==> src/fsqrt_pkg.sv <==
package fsqrt_pkg;

    // ==================================================
    // word and field widths
    // ==================================================

    localparam int word_bits = 32;
    localparam int exp_bits  = 8;
    localparam int frac_bits = 23;

    // root significand carries the hidden one above the fraction
    localparam int root_bits = frac_bits + 1;

    // radicand holds two bits per root bit
    localparam int rad_bits = 2 * root_bits;

    // two guard bits keep the running remainder in range
    localparam int rem_bits = root_bits + 2;

    // ==================================================
    // shared types
    // ==================================================

    typedef logic [exp_bits-1:0] exp_t;
    typedef logic [root_bits-1:0] root_t;
    typedef logic signed [rem_bits-1:0] rem_t;
    typedef logic [rad_bits-1:0] rad_t;

    // bias of 127 halved and rounded down, the lost half comes back from the exponent lsb
    localparam exp_t half_bias = 8'd63;

    // one IEEE single word, seen either raw or split into its fields
    typedef union packed {
        logic [word_bits-1:0] raw;
        struct packed {
            logic                sign;
            logic [exp_bits-1:0] exp;
            logic [frac_bits-1:0] frac;
        } f;
    } float_word_u;

endpackage

==> src/sqrt_operand_decode.sv <==
`timescale 1ns/100ps

module sqrt_operand_decode (
    input  logic                             clk,
    input  logic                             rst_n,
    input  logic                             valid_in,
    input  logic [fsqrt_pkg::word_bits-1:0]  radicand,
    output logic                             dec_valid,
    output fsqrt_pkg::exp_t                  dec_exp,
    output fsqrt_pkg::rad_t                  dec_rad
);

    localparam int pad_bits = fsqrt_pkg::rad_bits - fsqrt_pkg::root_bits - 1;

    fsqrt_pkg::float_word_u word;
    fsqrt_pkg::exp_t        half_exp;
    fsqrt_pkg::rad_t        aligned;

    assign word = radicand;

    // ==================================================
    // exponent halving and significand alignment
    // ==================================================

    // an odd biased exponent is an even true exponent and halves cleanly
    assign half_exp = {1'b0, word.f.exp[fsqrt_pkg::exp_bits-1:1]}
                    + fsqrt_pkg::half_bias
                    + fsqrt_pkg::exp_t'(word.f.exp[0]);

    always_comb begin
        if (word.f.exp[0]) begin
            aligned = {1'b0, 1'b1, word.f.frac, {pad_bits{1'b0}}};
        end else begin
            // doubling the significand absorbs the odd true exponent
            aligned = {1'b1, word.f.frac, 1'b0, {pad_bits{1'b0}}};
        end
    end

    always_ff @(posedge clk or negedge rst_n) begin
        if (!rst_n) begin
            dec_valid <= 1'b0;
        end else begin
            dec_valid <= valid_in;
        end
    end

    // last operand is held through idle cycles
    always_ff @(posedge clk) begin
        if (valid_in) begin
            dec_exp <= half_exp;
            dec_rad <= aligned;
        end
    end

    // zero and subnormal inputs are outside the supported range
    assert property (@(posedge clk) disable iff (!rst_n)
        dec_valid |-> ($past(word.f.exp) != '0))
        else $error("operand with zero exponent field entered the pipeline");

endmodule

==> src/sqrt_recurrence_stage.sv <==
`timescale 1ns/100ps

module sqrt_recurrence_stage #(
    parameter int bits_per_stage = 2
) (
    input  logic              clk,
    input  logic              rst_n,
    input  logic              in_valid,
    input  fsqrt_pkg::exp_t   in_exp,
    input  fsqrt_pkg::rem_t   in_rem,
    input  fsqrt_pkg::root_t  in_root,
    input  fsqrt_pkg::rad_t   in_rad,
    output logic              out_valid,
    output fsqrt_pkg::exp_t   out_exp,
    output fsqrt_pkg::rem_t   out_rem,
    output fsqrt_pkg::root_t  out_root,
    output fsqrt_pkg::rad_t   out_rad
);

    localparam int rem_msb  = fsqrt_pkg::rem_bits - 1;
    localparam int root_msb = fsqrt_pkg::root_bits - 1;
    localparam int rad_msb  = fsqrt_pkg::rad_bits - 1;

    fsqrt_pkg::rem_t  nxt_rem;
    fsqrt_pkg::root_t nxt_root;
    fsqrt_pkg::rad_t  nxt_rad;

    // ==================================================
    // non-restoring iterations, unrolled within the cycle
    // ==================================================

    always_comb begin : iterate
        fsqrt_pkg::rem_t  r;
        fsqrt_pkg::root_t q;
        fsqrt_pkg::rad_t  d;
        r = in_rem;
        q = in_root;
        d = in_rad;
        for (int i = 0; i < bits_per_stage; i++) begin
            // the sign of the old remainder picks subtract or add
            // top bits may wrap but the result always fits back into rem_bits
            if (r >= 0) begin
                r = {r[rem_msb-2:0], d[rad_msb -: 2]} - {q, 2'b01};
            end else begin
                r = {r[rem_msb-2:0], d[rad_msb -: 2]} + {q, 2'b11};
            end
            q = {q[root_msb-1:0], ~r[rem_msb]};
            d = d << 2;
        end
        nxt_rem  = r;
        nxt_root = q;
        nxt_rad  = d;
    end

    always_ff @(posedge clk or negedge rst_n) begin
        if (!rst_n) begin
            out_valid <= 1'b0;
        end else begin
            out_valid <= in_valid;
        end
    end

    always_ff @(posedge clk) begin
        out_exp  <= in_exp;
        out_rem  <= nxt_rem;
        out_root <= nxt_root;
        out_rad  <= nxt_rad;
    end

    assert property (@(posedge clk) disable iff (!rst_n) !$isunknown(out_valid))
        else $error("stage valid is unknown after reset");

endmodule

==> src/sqrt_digit_pipeline.sv <==
`timescale 1ns/100ps

module sqrt_digit_pipeline #(
    parameter int bits_per_stage = 2
) (
    input  logic              clk,
    input  logic              rst_n,
    input  logic              dec_valid,
    input  fsqrt_pkg::exp_t   dec_exp,
    input  fsqrt_pkg::rad_t   dec_rad,
    output logic              pipe_valid,
    output fsqrt_pkg::exp_t   pipe_exp,
    output fsqrt_pkg::root_t  pipe_root
);

    localparam int num_stages = fsqrt_pkg::root_bits / bits_per_stage;

    // index 0 is the seed, index s+1 is the output of stage s
    wire                    chain_valid [0:num_stages];
    wire fsqrt_pkg::exp_t   chain_exp   [0:num_stages];
    wire fsqrt_pkg::rem_t   chain_rem   [0:num_stages];
    wire fsqrt_pkg::root_t  chain_root  [0:num_stages];
    wire fsqrt_pkg::rad_t   chain_rad   [0:num_stages];

    // ==================================================
    // seed and stage chain
    // ==================================================

    assign chain_valid[0] = dec_valid;
    assign chain_exp[0]   = dec_exp;
    assign chain_rem[0]   = '0;
    assign chain_root[0]  = '0;
    assign chain_rad[0]   = dec_rad;

    // every stage must resolve the same number of root bits
    if (fsqrt_pkg::root_bits % bits_per_stage != 0) begin : g_bad_split
        $error("bits_per_stage must divide the root width evenly");
    end

    for (genvar s = 0; s < num_stages; s++) begin : g_stage
        sqrt_recurrence_stage #(
            .bits_per_stage (bits_per_stage)
        ) u_stage (
            .clk       (clk),
            .rst_n     (rst_n),
            .in_valid  (chain_valid[s]),
            .in_exp    (chain_exp[s]),
            .in_rem    (chain_rem[s]),
            .in_root   (chain_root[s]),
            .in_rad    (chain_rad[s]),
            .out_valid (chain_valid[s+1]),
            .out_exp   (chain_exp[s+1]),
            .out_rem   (chain_rem[s+1]),
            .out_root  (chain_root[s+1]),
            .out_rad   (chain_rad[s+1])
        );
    end

    // ==================================================
    // last stage feeds the result packing
    // ==================================================

    // no correction step, so the final remainder goes nowhere
    assign pipe_valid = chain_valid[num_stages];
    assign pipe_exp   = chain_exp[num_stages];
    assign pipe_root  = chain_root[num_stages];

endmodule

==> src/sqrt_result_pack.sv <==
`timescale 1ns/100ps

module sqrt_result_pack (
    input  logic                             clk,
    input  logic                             rst_n,
    input  logic                             pipe_valid,
    input  fsqrt_pkg::exp_t                  pipe_exp,
    input  fsqrt_pkg::root_t                 pipe_root,
    output logic                             valid_out,
    output logic [fsqrt_pkg::word_bits-1:0]  y
);

    // ==================================================
    // output word and strobe
    // ==================================================

    always_ff @(posedge clk or negedge rst_n) begin
        if (!rst_n) begin
            valid_out <= 1'b0;
            y         <= '0;
        end else begin
            valid_out <= pipe_valid;
            // hidden one is dropped, sign is always positive
            if (pipe_valid) begin
                y <= {1'b0, pipe_exp, pipe_root[fsqrt_pkg::frac_bits-1:0]};
            end
        end
    end

    // a normal radicand aligned in decode always yields a root in [1, 2)
    assert property (@(posedge clk) disable iff (!rst_n)
        pipe_valid |-> pipe_root[fsqrt_pkg::root_bits-1])
        else $error("root leading bit is zero at the pipeline output");

endmodule

==> src/fsqrt_top.sv <==
`timescale 1ns/100ps

module fsqrt_top #(
    parameter int bits_per_stage = 2
) (
    input  logic                             clk,
    input  logic                             rst_n,
    input  logic                             valid_in,
    input  logic [fsqrt_pkg::word_bits-1:0]  radicand,
    output logic                             valid_out,
    output logic [fsqrt_pkg::word_bits-1:0]  y
);

    // decode to recurrence pipeline
    logic              dec_valid;
    fsqrt_pkg::exp_t   dec_exp;
    fsqrt_pkg::rad_t   dec_rad;

    // recurrence pipeline to result packing
    logic              pipe_valid;
    fsqrt_pkg::exp_t   pipe_exp;
    fsqrt_pkg::root_t  pipe_root;

    // ==================================================
    // operand capture, digit recurrence, result word
    // ==================================================

    sqrt_operand_decode u_decode (
        .clk       (clk),
        .rst_n     (rst_n),
        .valid_in  (valid_in),
        .radicand  (radicand),
        .dec_valid (dec_valid),
        .dec_exp   (dec_exp),
        .dec_rad   (dec_rad)
    );

    sqrt_digit_pipeline #(
        .bits_per_stage (bits_per_stage)
    ) u_pipeline (
        .clk        (clk),
        .rst_n      (rst_n),
        .dec_valid  (dec_valid),
        .dec_exp    (dec_exp),
        .dec_rad    (dec_rad),
        .pipe_valid (pipe_valid),
        .pipe_exp   (pipe_exp),
        .pipe_root  (pipe_root)
    );

    sqrt_result_pack u_pack (
        .clk        (clk),
        .rst_n      (rst_n),
        .pipe_valid (pipe_valid),
        .pipe_exp   (pipe_exp),
        .pipe_root  (pipe_root),
        .valid_out  (valid_out),
        .y          (y)
    );

endmodule

==> config.mk <==
export PLATFORM = sky130hd
export DESIGN_NAME = fsqrt_top
export DESIGN_NICKNAME = d
export VERILOG_FILES = /design/src/fsqrt_pkg.sv /design/src/sqrt_operand_decode.sv /design/src/sqrt_recurrence_stage.sv /design/src/sqrt_digit_pipeline.sv /design/src/sqrt_result_pack.sv /design/src/fsqrt_top.sv
export SDC_FILE = /design/constraint.sdc
export NUM_CORES = 1
export LEC_CHECK = 0
export BUFFER_PORTS_ARGS = -buffer_cell sky130_fd_sc_hd__buf_2
export CORE_MARGIN = 2
export CORE_UTILIZATION = 40
export DETAILED_ROUTE_END_ITERATION = 12
export PLACE_DENSITY = 0.61
export SLEW_MARGIN = 20
export SYNTH_ARGS = -nofsm -noshare
export SYNTH_HDL_FRONTEND = slang
export SYNTH_SLANG_ARGS = --single-unit
export TNS_END_PERCENT = 20
==> constraint.sdc <==
create_clock -name clk -period 19.8 [get_ports clk]
set_input_delay 1.98 -clock clk [delete_from_list [all_inputs] [get_ports clk]]
set_output_delay 1.98 -clock clk [all_outputs]
set_load 0.1 [all_outputs]
==> flow_summary.json, run 1 <==
{
  "min_period_ns": 7.284,
  "rr_startpoint": "u_pipeline.g_stage[2].u_stage.out_rem[25]",
  "die_w_um": 305.3,
  "whs_path_depth": 0,
  "root_buffer": "clkbuf_16",
  "clk_pin_slew_worst_paths_ns": 0.06,
  "setup_viol_count_final": 0,
  "groute.usage.overall": 0.1462,
  "wl_um": 67680,
  "path_max_fanout": 25,
  "reg2reg_to": "u_pipeline.g_stage[3].u_stage.out_rem[25]",
  "grt_pass1_vias": 24190,
  "detail_route.wl_per_cell_um": 13.34,
  "num_rows": 110,
  "worst_ep_required_time_ns": 20.34,
  "hold_buffers": 0,
  "stdcell_area_mm2": 0.04045,
  "fin_crit_sh": 0.3679,
  "cts_buffers": 72,
  "drv_cap": 0,
  "ios": 68,
  "netlist_area_mm2": 0.03631,
  "setup.worst_path.start_class": "register",
  "end_kind": "register",
  "r2r_setup_slack_ns": 12.52,
  "synth.avg_cell_area_um2": 9.743,
  "route.detailed.drc": 0,
  "overflow": 0,
  "antenna_found_initial": 0,
  "ys.flop_type": "dfxtp_1",
  "cts_tree": "built",
  "worstSetupPathType": "register to register",
  "ys_seq_area_frac": 0.3659,
  "synth_cell_type_count": 92,
  "hold_start": "u_pipeline.g_stage[2].u_stage.out_rad[38]",
  "io_buffers": 65,
  "final_cells": 5073,
  "dieHeight_um": 305.3,
  "max_freq_ghz": 0.1373,
  "ys_top_cells_by_area": "dfxtp_1, ha_1, xnor2_1",
  "drt_iter0_drc": 936,
  "fin_nets": 4363,
  "synthCells": 3727,
  "globalplace.congestion": 0.8324,
  "clock_sinks": 636,
  "dp_hpwl_um": 53080,
  "finalSetupTns_ns": 0,
  "cts_max_level": 3,
  "reg2reg_depth": 26,
  "ant_nets": 0,
  "synth.top_cell.area_share": 0.3076,
  "dieArea_mm2": 0.09321,
  "clock_path_buffers": 3,
  "maxSlewHeadroom": 0.2976,
  "worstSkewPairLatency_ns": 0.62,
  "worstHoldEndpoint": "u_pipeline.g_stage[3].u_stage.out_rad[42]",
  "synth_edf_count": 33,
  "drive_above_1_share": 0.07724,
  "areaGrowthSynthToFinish_pct": 11.40,
  "layout_commonest_cell": "dfxtp_1",
  "grt_pass1_wl_um": 115600,
  "outcome": "complete, no violations",
  "start_util": 0.4034,
  "antenna_cells": 0,
  "finalMaxSlewViolations": 0,
  "drt_pass1_iterations": 5,
  "grt_max_degree": 46,
  "hold_class": "register to register",
  "viasPerCell": 4.949,
  "skew_ns": 0.03130,
  "critPathArrivalTime_ns": 7.82,
  "tightest_slew_ns": 1.052,
  "coreArea_mm2": 0.09001,
  "synth-seq-cells": 636,
  "critPathLaunch": "u_pipeline.g_stage[2].u_stage.out_rem[25]",
  "cts_setup_buffers": 0,
  "synthArstFlopShare": 0.07075,
  "yosys.area.top_type": "dfxtp_1",
  "final_cell_mix": "dfxtp_1, xnor2_1, ha_1",
  "hold_violations": 0,
  "place_inst": 4943,
  "yosysWarnings": 0,
  "rsz0062_at_grt": "no",
  "cts_resized": 0,
  "dr_total_vias": 25110,
  "placed_area_mm2": 0.03804
}
synthesized netlist by cell type, drive strengths merged, types with 45 or more instances:
cell,count
inv,169
dfxtp,558
xor2,151
o21ai,170
nor2b,59
ha,481
nand2,135
nor3,72
a21oi,303
a21o,122
nand2b,61
nor2,238
dfrtp,45
o21a,69
xnor2,520
mux2,53
nand3,51
registers in the layout (all words and copies together), names as in the netlist:
| signal | count |
|---|---|
| u_pipeline.g_stage.u_stage.out_valid | 12 |
| u_pipeline.g_stage.u_stage.out_exp | 96 |
| u_pipeline.g_stage.u_stage.out_rad | 66 |
| u_pack.y | 31 |
| u_decode.dec_rad | 25 |
| u_decode.dec_valid | 1 |
| u_pack.valid_out | 1 |
| u_pipeline.g_stage.u_stage.out_root | 155 |
| u_pipeline.g_stage.u_stage.out_rem | 241 |
| u_decode.dec_exp | 8 |
layer usage:
layer  share of wire  vias to the layer above  GRT usage
li1                -                    13350          -
met1            0.49                    11430     0.1903
met2            0.46                      246     0.2502
met3           0.030                       82    0.02496
met4           0.019                        0    0.03689
met5               0                        -          0
final cells by class:
class                      count  area [um2]
sequential                   636       13290
multi-input combinational   2884       22230
tap                         1176        1471
timing repair buffer          78       425.4
inverter                     169       634.4
clock inverter                28       334.1
clock buffer                 102        2068
fill                        8640       49560
worst max-delay path: stages (launching register included):
cell and delay [ns]:
dfxtp_1 0.63, inv_1 0.43, ha_1 0.48, and3_1 0.22
o21ai_0 0.11, nand2b_1 0.08, a21oi_1 0.07, a31oi_1 0.32
a21oi_1 0.18, o311ai_0 0.64, nor3_1 0.15, nor3_1 0.21
and3b_1 0.19, buf_4 0.23, xor2_1 0.18, ha_1 0.33
a21oi_1 0.21, o21ai_0 0.18, a41o_1 0.31, a221o_1 0.36
a31oi_1 0.22, o21ai_0 0.14, o41ai_1 0.48, o21ai_0 0.23
xor2_1 0.19, xnor2_1 0.28, xor2_1 0.16
cells by family after synthesis:
kind of cell / Yosys count / synth area share
DFF: 636 / 0.3659
AOI/OAI and AO/OA: 879 / 0.1534
buffers and inverters: 214 / 0.02305
other: 2 / 0.0002068
muxes: 54 / 0.01671
and+or+nand+nor: 778 / 0.1066
adders and majority gates: 492 / 0.1704
xor gates and xnor gates: 672 / 0.1636
worst max path at each step:
stage / endpoint / cells after the start
after global routing: u_pipeline.g_stage[3].u_stage.out_rem[25] / 26
final: u_pipeline.g_stage[3].u_stage.out_rem[25] / 26
after global placement: u_pipeline.g_stage[3].u_stage.out_rem[25] / 26
after CTS: u_pipeline.g_stage[3].u_stage.out_root[0] / 26
after floorplan: u_pipeline.g_stage[10].u_stage.out_root[0] / 25
after detailed placement: u_pipeline.g_stage[3].u_stage.out_root[0] / 26
per-stage QoR:
| step | utilization | hold WS [ns] | worst slack (ns) |
|---|---|---|---|
| global route | 0.4494 | 0.3140 | 11.71 |
| floorplan | - | 0.3096 | 13.51 |
| CTS | 0.4493 | 0.3021 | 12.42 |
| finish | 0.4494 | 0.2987 | 12.52 |
| detailed placement | 0.4227 | 0.3121 | 12.56 |
| global placement | 0.4227 | 0.3106 | 12.59 |
Power of run 1 is left out: the tool's default activity adds up to more than one toggle a clock period on the data nets, which glitch-free logic cannot reach.
==> run 2, diff against run 1 <==
- PLACE_DENSITY: 0.61 -> 0.63
- clock period: 19.8 -> 6.4 ns (I/O delays scaled with it)
==> flow_summary.json, run 2 (synthesized netlist as in run 1, its figures left out) <==
{
  "end_kind": "register",
  "worstSetupPathType": "register to register",
  "worst_ep_required_time_ns": 6.93,
  "dp_hpwl_um": 54660,
  "detail_route.wl_per_cell_um": 13.62,
  "dr_total_vias": 25430,
  "root_buffer": "clkbuf_16",
  "clock_sinks": 636,
  "grt_pass1_wl_um": 117300,
  "clk_pin_slew_worst_paths_ns": 0.06,
  "dieArea_mm2": 0.09321,
  "io_buffers": 65,
  "ant_nets": 0,
  "antenna_cells": 0,
  "drt_pass1_iterations": 5,
  "r2r_setup_slack_ns": 0.47,
  "ios": 68,
  "critPathArrivalTime_ns": 6.45,
  "drv_cap": 0,
  "grt_pass1_vias": 24720,
  "finalMaxSlewViolations": 0,
  "drive_above_1_share": 0.09640,
  "fin_crit_sh": 0.9261,
  "route.detailed.drc": 0,
  "overflow": 0,
  "min_period_ns": 5.927,
  "num_rows": 110,
  "slowest_stage": "and3b_2",
  "largest-register": "u_pipeline.g_stage.u_stage.out_rem",
  "viasPerCell": 4.968,
  "outcome": "complete, no violations",
  "globalplace.congestion": 0.8543,
  "path_max_fanout": 6,
  "start_util": 0.4034,
  "hold_violations": 0,
  "dieHeight_um": 305.3,
  "cts_buffers": 69,
  "final_cells": 5118,
  "grt_max_degree": 46,
  "drt_iter0_drc": 1056,
  "skew_ns": 0.02505,
  "setup_viol_count_final": 0,
  "place_inst": 4984,
  "rsz0062_at_grt": "yes",
  "regArea_mm2": 0.01329,
  "multiInputGateArea_mm2": 0.02236,
  "cpPeakStageDelay_ns": 0.38,
  "n_fill_cell": 8650,
  "hold_ws_ns": 0.01076,
  "die_w_um": 305.3,
  "setup.worst_path.start_class": "register",
  "top_regs": "u_pipeline.g_stage.u_stage.out_rem (241), u_pipeline.g_stage.u_stage.out_root (155), u_pipeline.g_stage.u_stage.out_exp (96)",
  "antenna_found_initial": 1,
  "worstSkewPairLatency_ns": 0.62,
  "clock_path_buffers": 3,
  "fin_nets": 4410,
  "cts_tree": "built",
  "cts_max_level": 3,
  "coreArea_mm2": 0.09001,
  "hold_buffers": 0,
  "finalSetupTns_ns": 0,
  "wl_um": 69700,
  "tightest_slew_ns": 0.8362,
  "hold_class": "input pin to async pin",
  "layout_commonest_cell": "dfxtp_1",
  "areaGrowthSynthToFinish_pct": 12.61,
  "max_freq_ghz": 0.1687,
  "final_cell_mix": "dfxtp_1, xnor2_1, ha_1",
  "groute.usage.overall": 0.1486,
  "largest_register_ffs": 241,
  "maxSlewHeadroom": 0.4425
}
[run 2: cell types whose count changed in the layout (fill, tap and decap cells not counted), sizes merged]
cell	change
inv	+4
bufinv	-2
clkbuf	-15
clkinvlp	+4
clkinv	+4
buf	+50
[run 2: final timing paths]
kind                                                      startpoint                                        end  cells after the start
max in group asynchronous                                      rst_n    u_pipeline.g_stage[3].u_stage.out_valid                      1
min reg2reg                 u_pipeline.g_stage[8].u_stage.out_exp[7]   u_pipeline.g_stage[9].u_stage.out_exp[7]                      0
min in group clk                                        radicand[22]                       u_decode.dec_rad[46]                      2
max                        u_pipeline.g_stage[2].u_stage.out_rem[25]  u_pipeline.g_stage[3].u_stage.out_rem[25]                     28
max reg2reg                u_pipeline.g_stage[2].u_stage.out_rem[25]  u_pipeline.g_stage[3].u_stage.out_rem[25]                     28
min                                                            rst_n                                u_pack.y[8]                      1
[run 2: through the flow]
stage	utilization	worst slack (ns)	area (um2)
after CTS	0.4518	0.09681	40670
after floorplan	-	0.1060	36340
final	0.4543	0.4729	40890
after global placement	0.4264	-0.04891	38380
after global routing	0.4543	-0.09370	40890
after detailed placement	0.4264	-0.07716	38380
[run 2: worst max-delay path, delay by kind of cell, from the launching register on]
kind            cells  cell delay, ns
compound gates     14            2.82
xor+xnor            4            0.76
simple gates        4            0.74
fa+ha+maj           2            0.62
flops               1            0.34
buf+inv             4            0.54
[run 2: layout make-up]
| cell class | count | area share |
|---|---|---|
| multi-input combinational | 2884 | 0.5468 |
| sequential | 636 | 0.3251 |
| clock buffer | 87 | 0.04633 |
| tap | 1176 | 0.03598 |
| timing repair buffer | 128 | 0.02059 |
| inverter | 169 | 0.01560 |
| clock inverter | 38 | 0.009577 |
[run 2: layer usage]
layer / GRT usage / up-vias / wire [um]
met1: 0.1897 / 11610 / 33300
met2: 0.2592 / 288 / 32770
met5: 0 / - / 0
met4: 0.03918 / 0 / 1506
li1: - / 13430 / -
met3: 0.02427 / 102 / 2124
[run 2: timing repair]
item,4_1_cts,5_1_grt
setup buffers,0,9
pin swaps,0,4
gates resized for setup,2,37
endpoints found under the setup margin,2,21
Power of run 2 is left out for the same reason.
==> run 3, diff against run 2 <==
- PLACE_DENSITY: 0.63 -> 0.61
- clock period: 6.4 -> 7.3 ns (I/O delays scaled with it)
==> flow_summary.json, run 3 (synthesized netlist as in run 1, its figures left out) <==
{
  "outcome": "complete, no violations",
  "cpMostUsedCell": "o21ai_0",
  "worstSetupPathType": "register to register",
  "critPathArrivalTime_ns": 7.05,
  "finalSetupTns_ns": 0,
  "place_ws_ns": 0.4884,
  "route.detailed.drc": 0,
  "crit_buf_inv": 1,
  "dp_hpwl_um": 54980,
  "ios": 68,
  "globalplace.congestion": 0.8362,
  "antenna_found_initial": 1,
  "cpPeakStageDelay_ns": 0.48,
  "setup.worst_path.start_class": "register",
  "end_kind": "register",
  "ant_nets": 0,
  "root_buffer": "clkbuf_16",
  "worst_ep_required_time_ns": 7.82,
  "placed_area_mm2": 0.03819,
  "rsz0062_at_grt": "no",
  "drive_above_1_share": 0.08210,
  "routed-wl-met3_um": 1893,
  "fin_nets": 4380,
  "grt_pass1_vias": 24800,
  "drt-met1-wl_um": 33760,
  "num_rows": 110,
  "hold_violations": 0,
  "grt_max_degree": 46,
  "tightest_slew_ns": 0.8942,
  "cts_resized": 0,
  "finalMaxSlewViolations": 0,
  "slowest_stage": "dfxtp_1",
  "largest-register": "u_pipeline.g_stage.u_stage.out_rem",
  "areaGrowthSynthToFinish_pct": 11.98,
  "cts_tree": "built",
  "grt_pass1_wl_um": 118400,
  "cts_setup_buffers": 0,
  "max_freq_ghz": 0.1531,
  "dieHeight_um": 305.3,
  "hold_buffers": 0,
  "clk_pin_slew_worst_paths_ns": 0.06,
  "drv_cap": 0,
  "overflow": 0,
  "drt_pass1_iterations": 5,
  "dieArea_mm2": 0.09321,
  "hold_ws_ns": 0.1069,
  "io_buffers": 65,
  "min_period_ns": 6.532,
  "skew_ns": 0.02460,
  "routed.top_layer": "met4",
  "clock_sinks": 636,
  "top_regs": "u_pipeline.g_stage.u_stage.out_rem (241), u_pipeline.g_stage.u_stage.out_root (155), u_pipeline.g_stage.u_stage.out_exp (96)",
  "routed-wl-met2_um": 32640,
  "largest_register_ffs": 241,
  "path_max_fanout": 11,
  "cts_max_level": 3,
  "worstSkewPairLatency_ns": 0.62,
  "viasPerCell": 4.979,
  "layout_commonest_cell": "dfxtp_1",
  "dr_total_vias": 25330,
  "hold_class": "input pin to async pin",
  "wl_um": 69820,
  "die_w_um": 305.3,
  "start_util": 0.4034,
  "cpLargestDelayFamily": "compound AO/OA/AOI/OAI gates",
  "clock_path_buffers": 3,
  "antenna_cells": 0,
  "setup_ws_ns": 0.7676,
  "final_cell_mix": "dfxtp_1, xnor2_1, ha_1",
  "detail_route.wl_per_cell_um": 13.73,
  "groute.usage.overall": 0.1499,
  "stdcell_area_mm2": 0.04066,
  "drt_iter0_drc": 999,
  "fin_crit_sh": 0.8949,
  "cts_buffers": 70,
  "setup_viol_count_final": 0,
  "coreArea_mm2": 0.09001,
  "maxSlewHeadroom": 0.4030
}
## run 3: cell type report
class	instances	area, um2
clock buffers	98	2095
clock inverters	26	376.6
fillers	8621	49350
inverters	169	634.4
multi-input cells	2884	22230
flip-flops and latches	636	13290
well taps	1176	1471
repair buffers	97	568.0
## run 3: final timing paths
| kind | startpoint | to | slack (ns) | depth (start not counted) |
|---|---|---|---|---|
| setup / recovery | u_pipeline.g_stage[2].u_stage.out_rem[25] | u_pipeline.g_stage[3].u_stage.out_rem[25] | 0.77 | 27 |
| hold / removal | rst_n | u_pack.y[7] | 0.11 | 1 |
| setup reg to reg | u_pipeline.g_stage[2].u_stage.out_rem[25] | u_pipeline.g_stage[3].u_stage.out_rem[25] | 0.77 | 27 |
| hold reg to reg | u_pipeline.g_stage[10].u_stage.out_exp[6] | u_pipeline.g_stage[11].u_stage.out_exp[6] | 0.30 | 0 |
| max in group asynchronous | rst_n | u_pipeline.g_stage[2].u_stage.out_valid | 6.76 | 1 |
| min in group clk | u_pipeline.g_stage[10].u_stage.out_exp[6] | u_pipeline.g_stage[11].u_stage.out_exp[6] | 0.30 | 0 |
## run 3: per-layer routing
layer  up-vias  global-route usage
met5         -                   0
met4         0             0.03987
met3       102             0.02219
met2       286              0.2597
met1     11550              0.1941
li1      13390                   -
## run 3: per-stage QoR
| step | std cells | util |
|---|---|---|
| final | 5086 | 0.4517 |
| after floorplan | 3734 | - |
| after CTS | 5086 | 0.4517 |
| after global routing | 5086 | 0.4517 |
| after global placement | 4962 | 0.4242 |
| after detailed placement | 4962 | 0.4242 |
Power of run 3 is left out for the same reason.
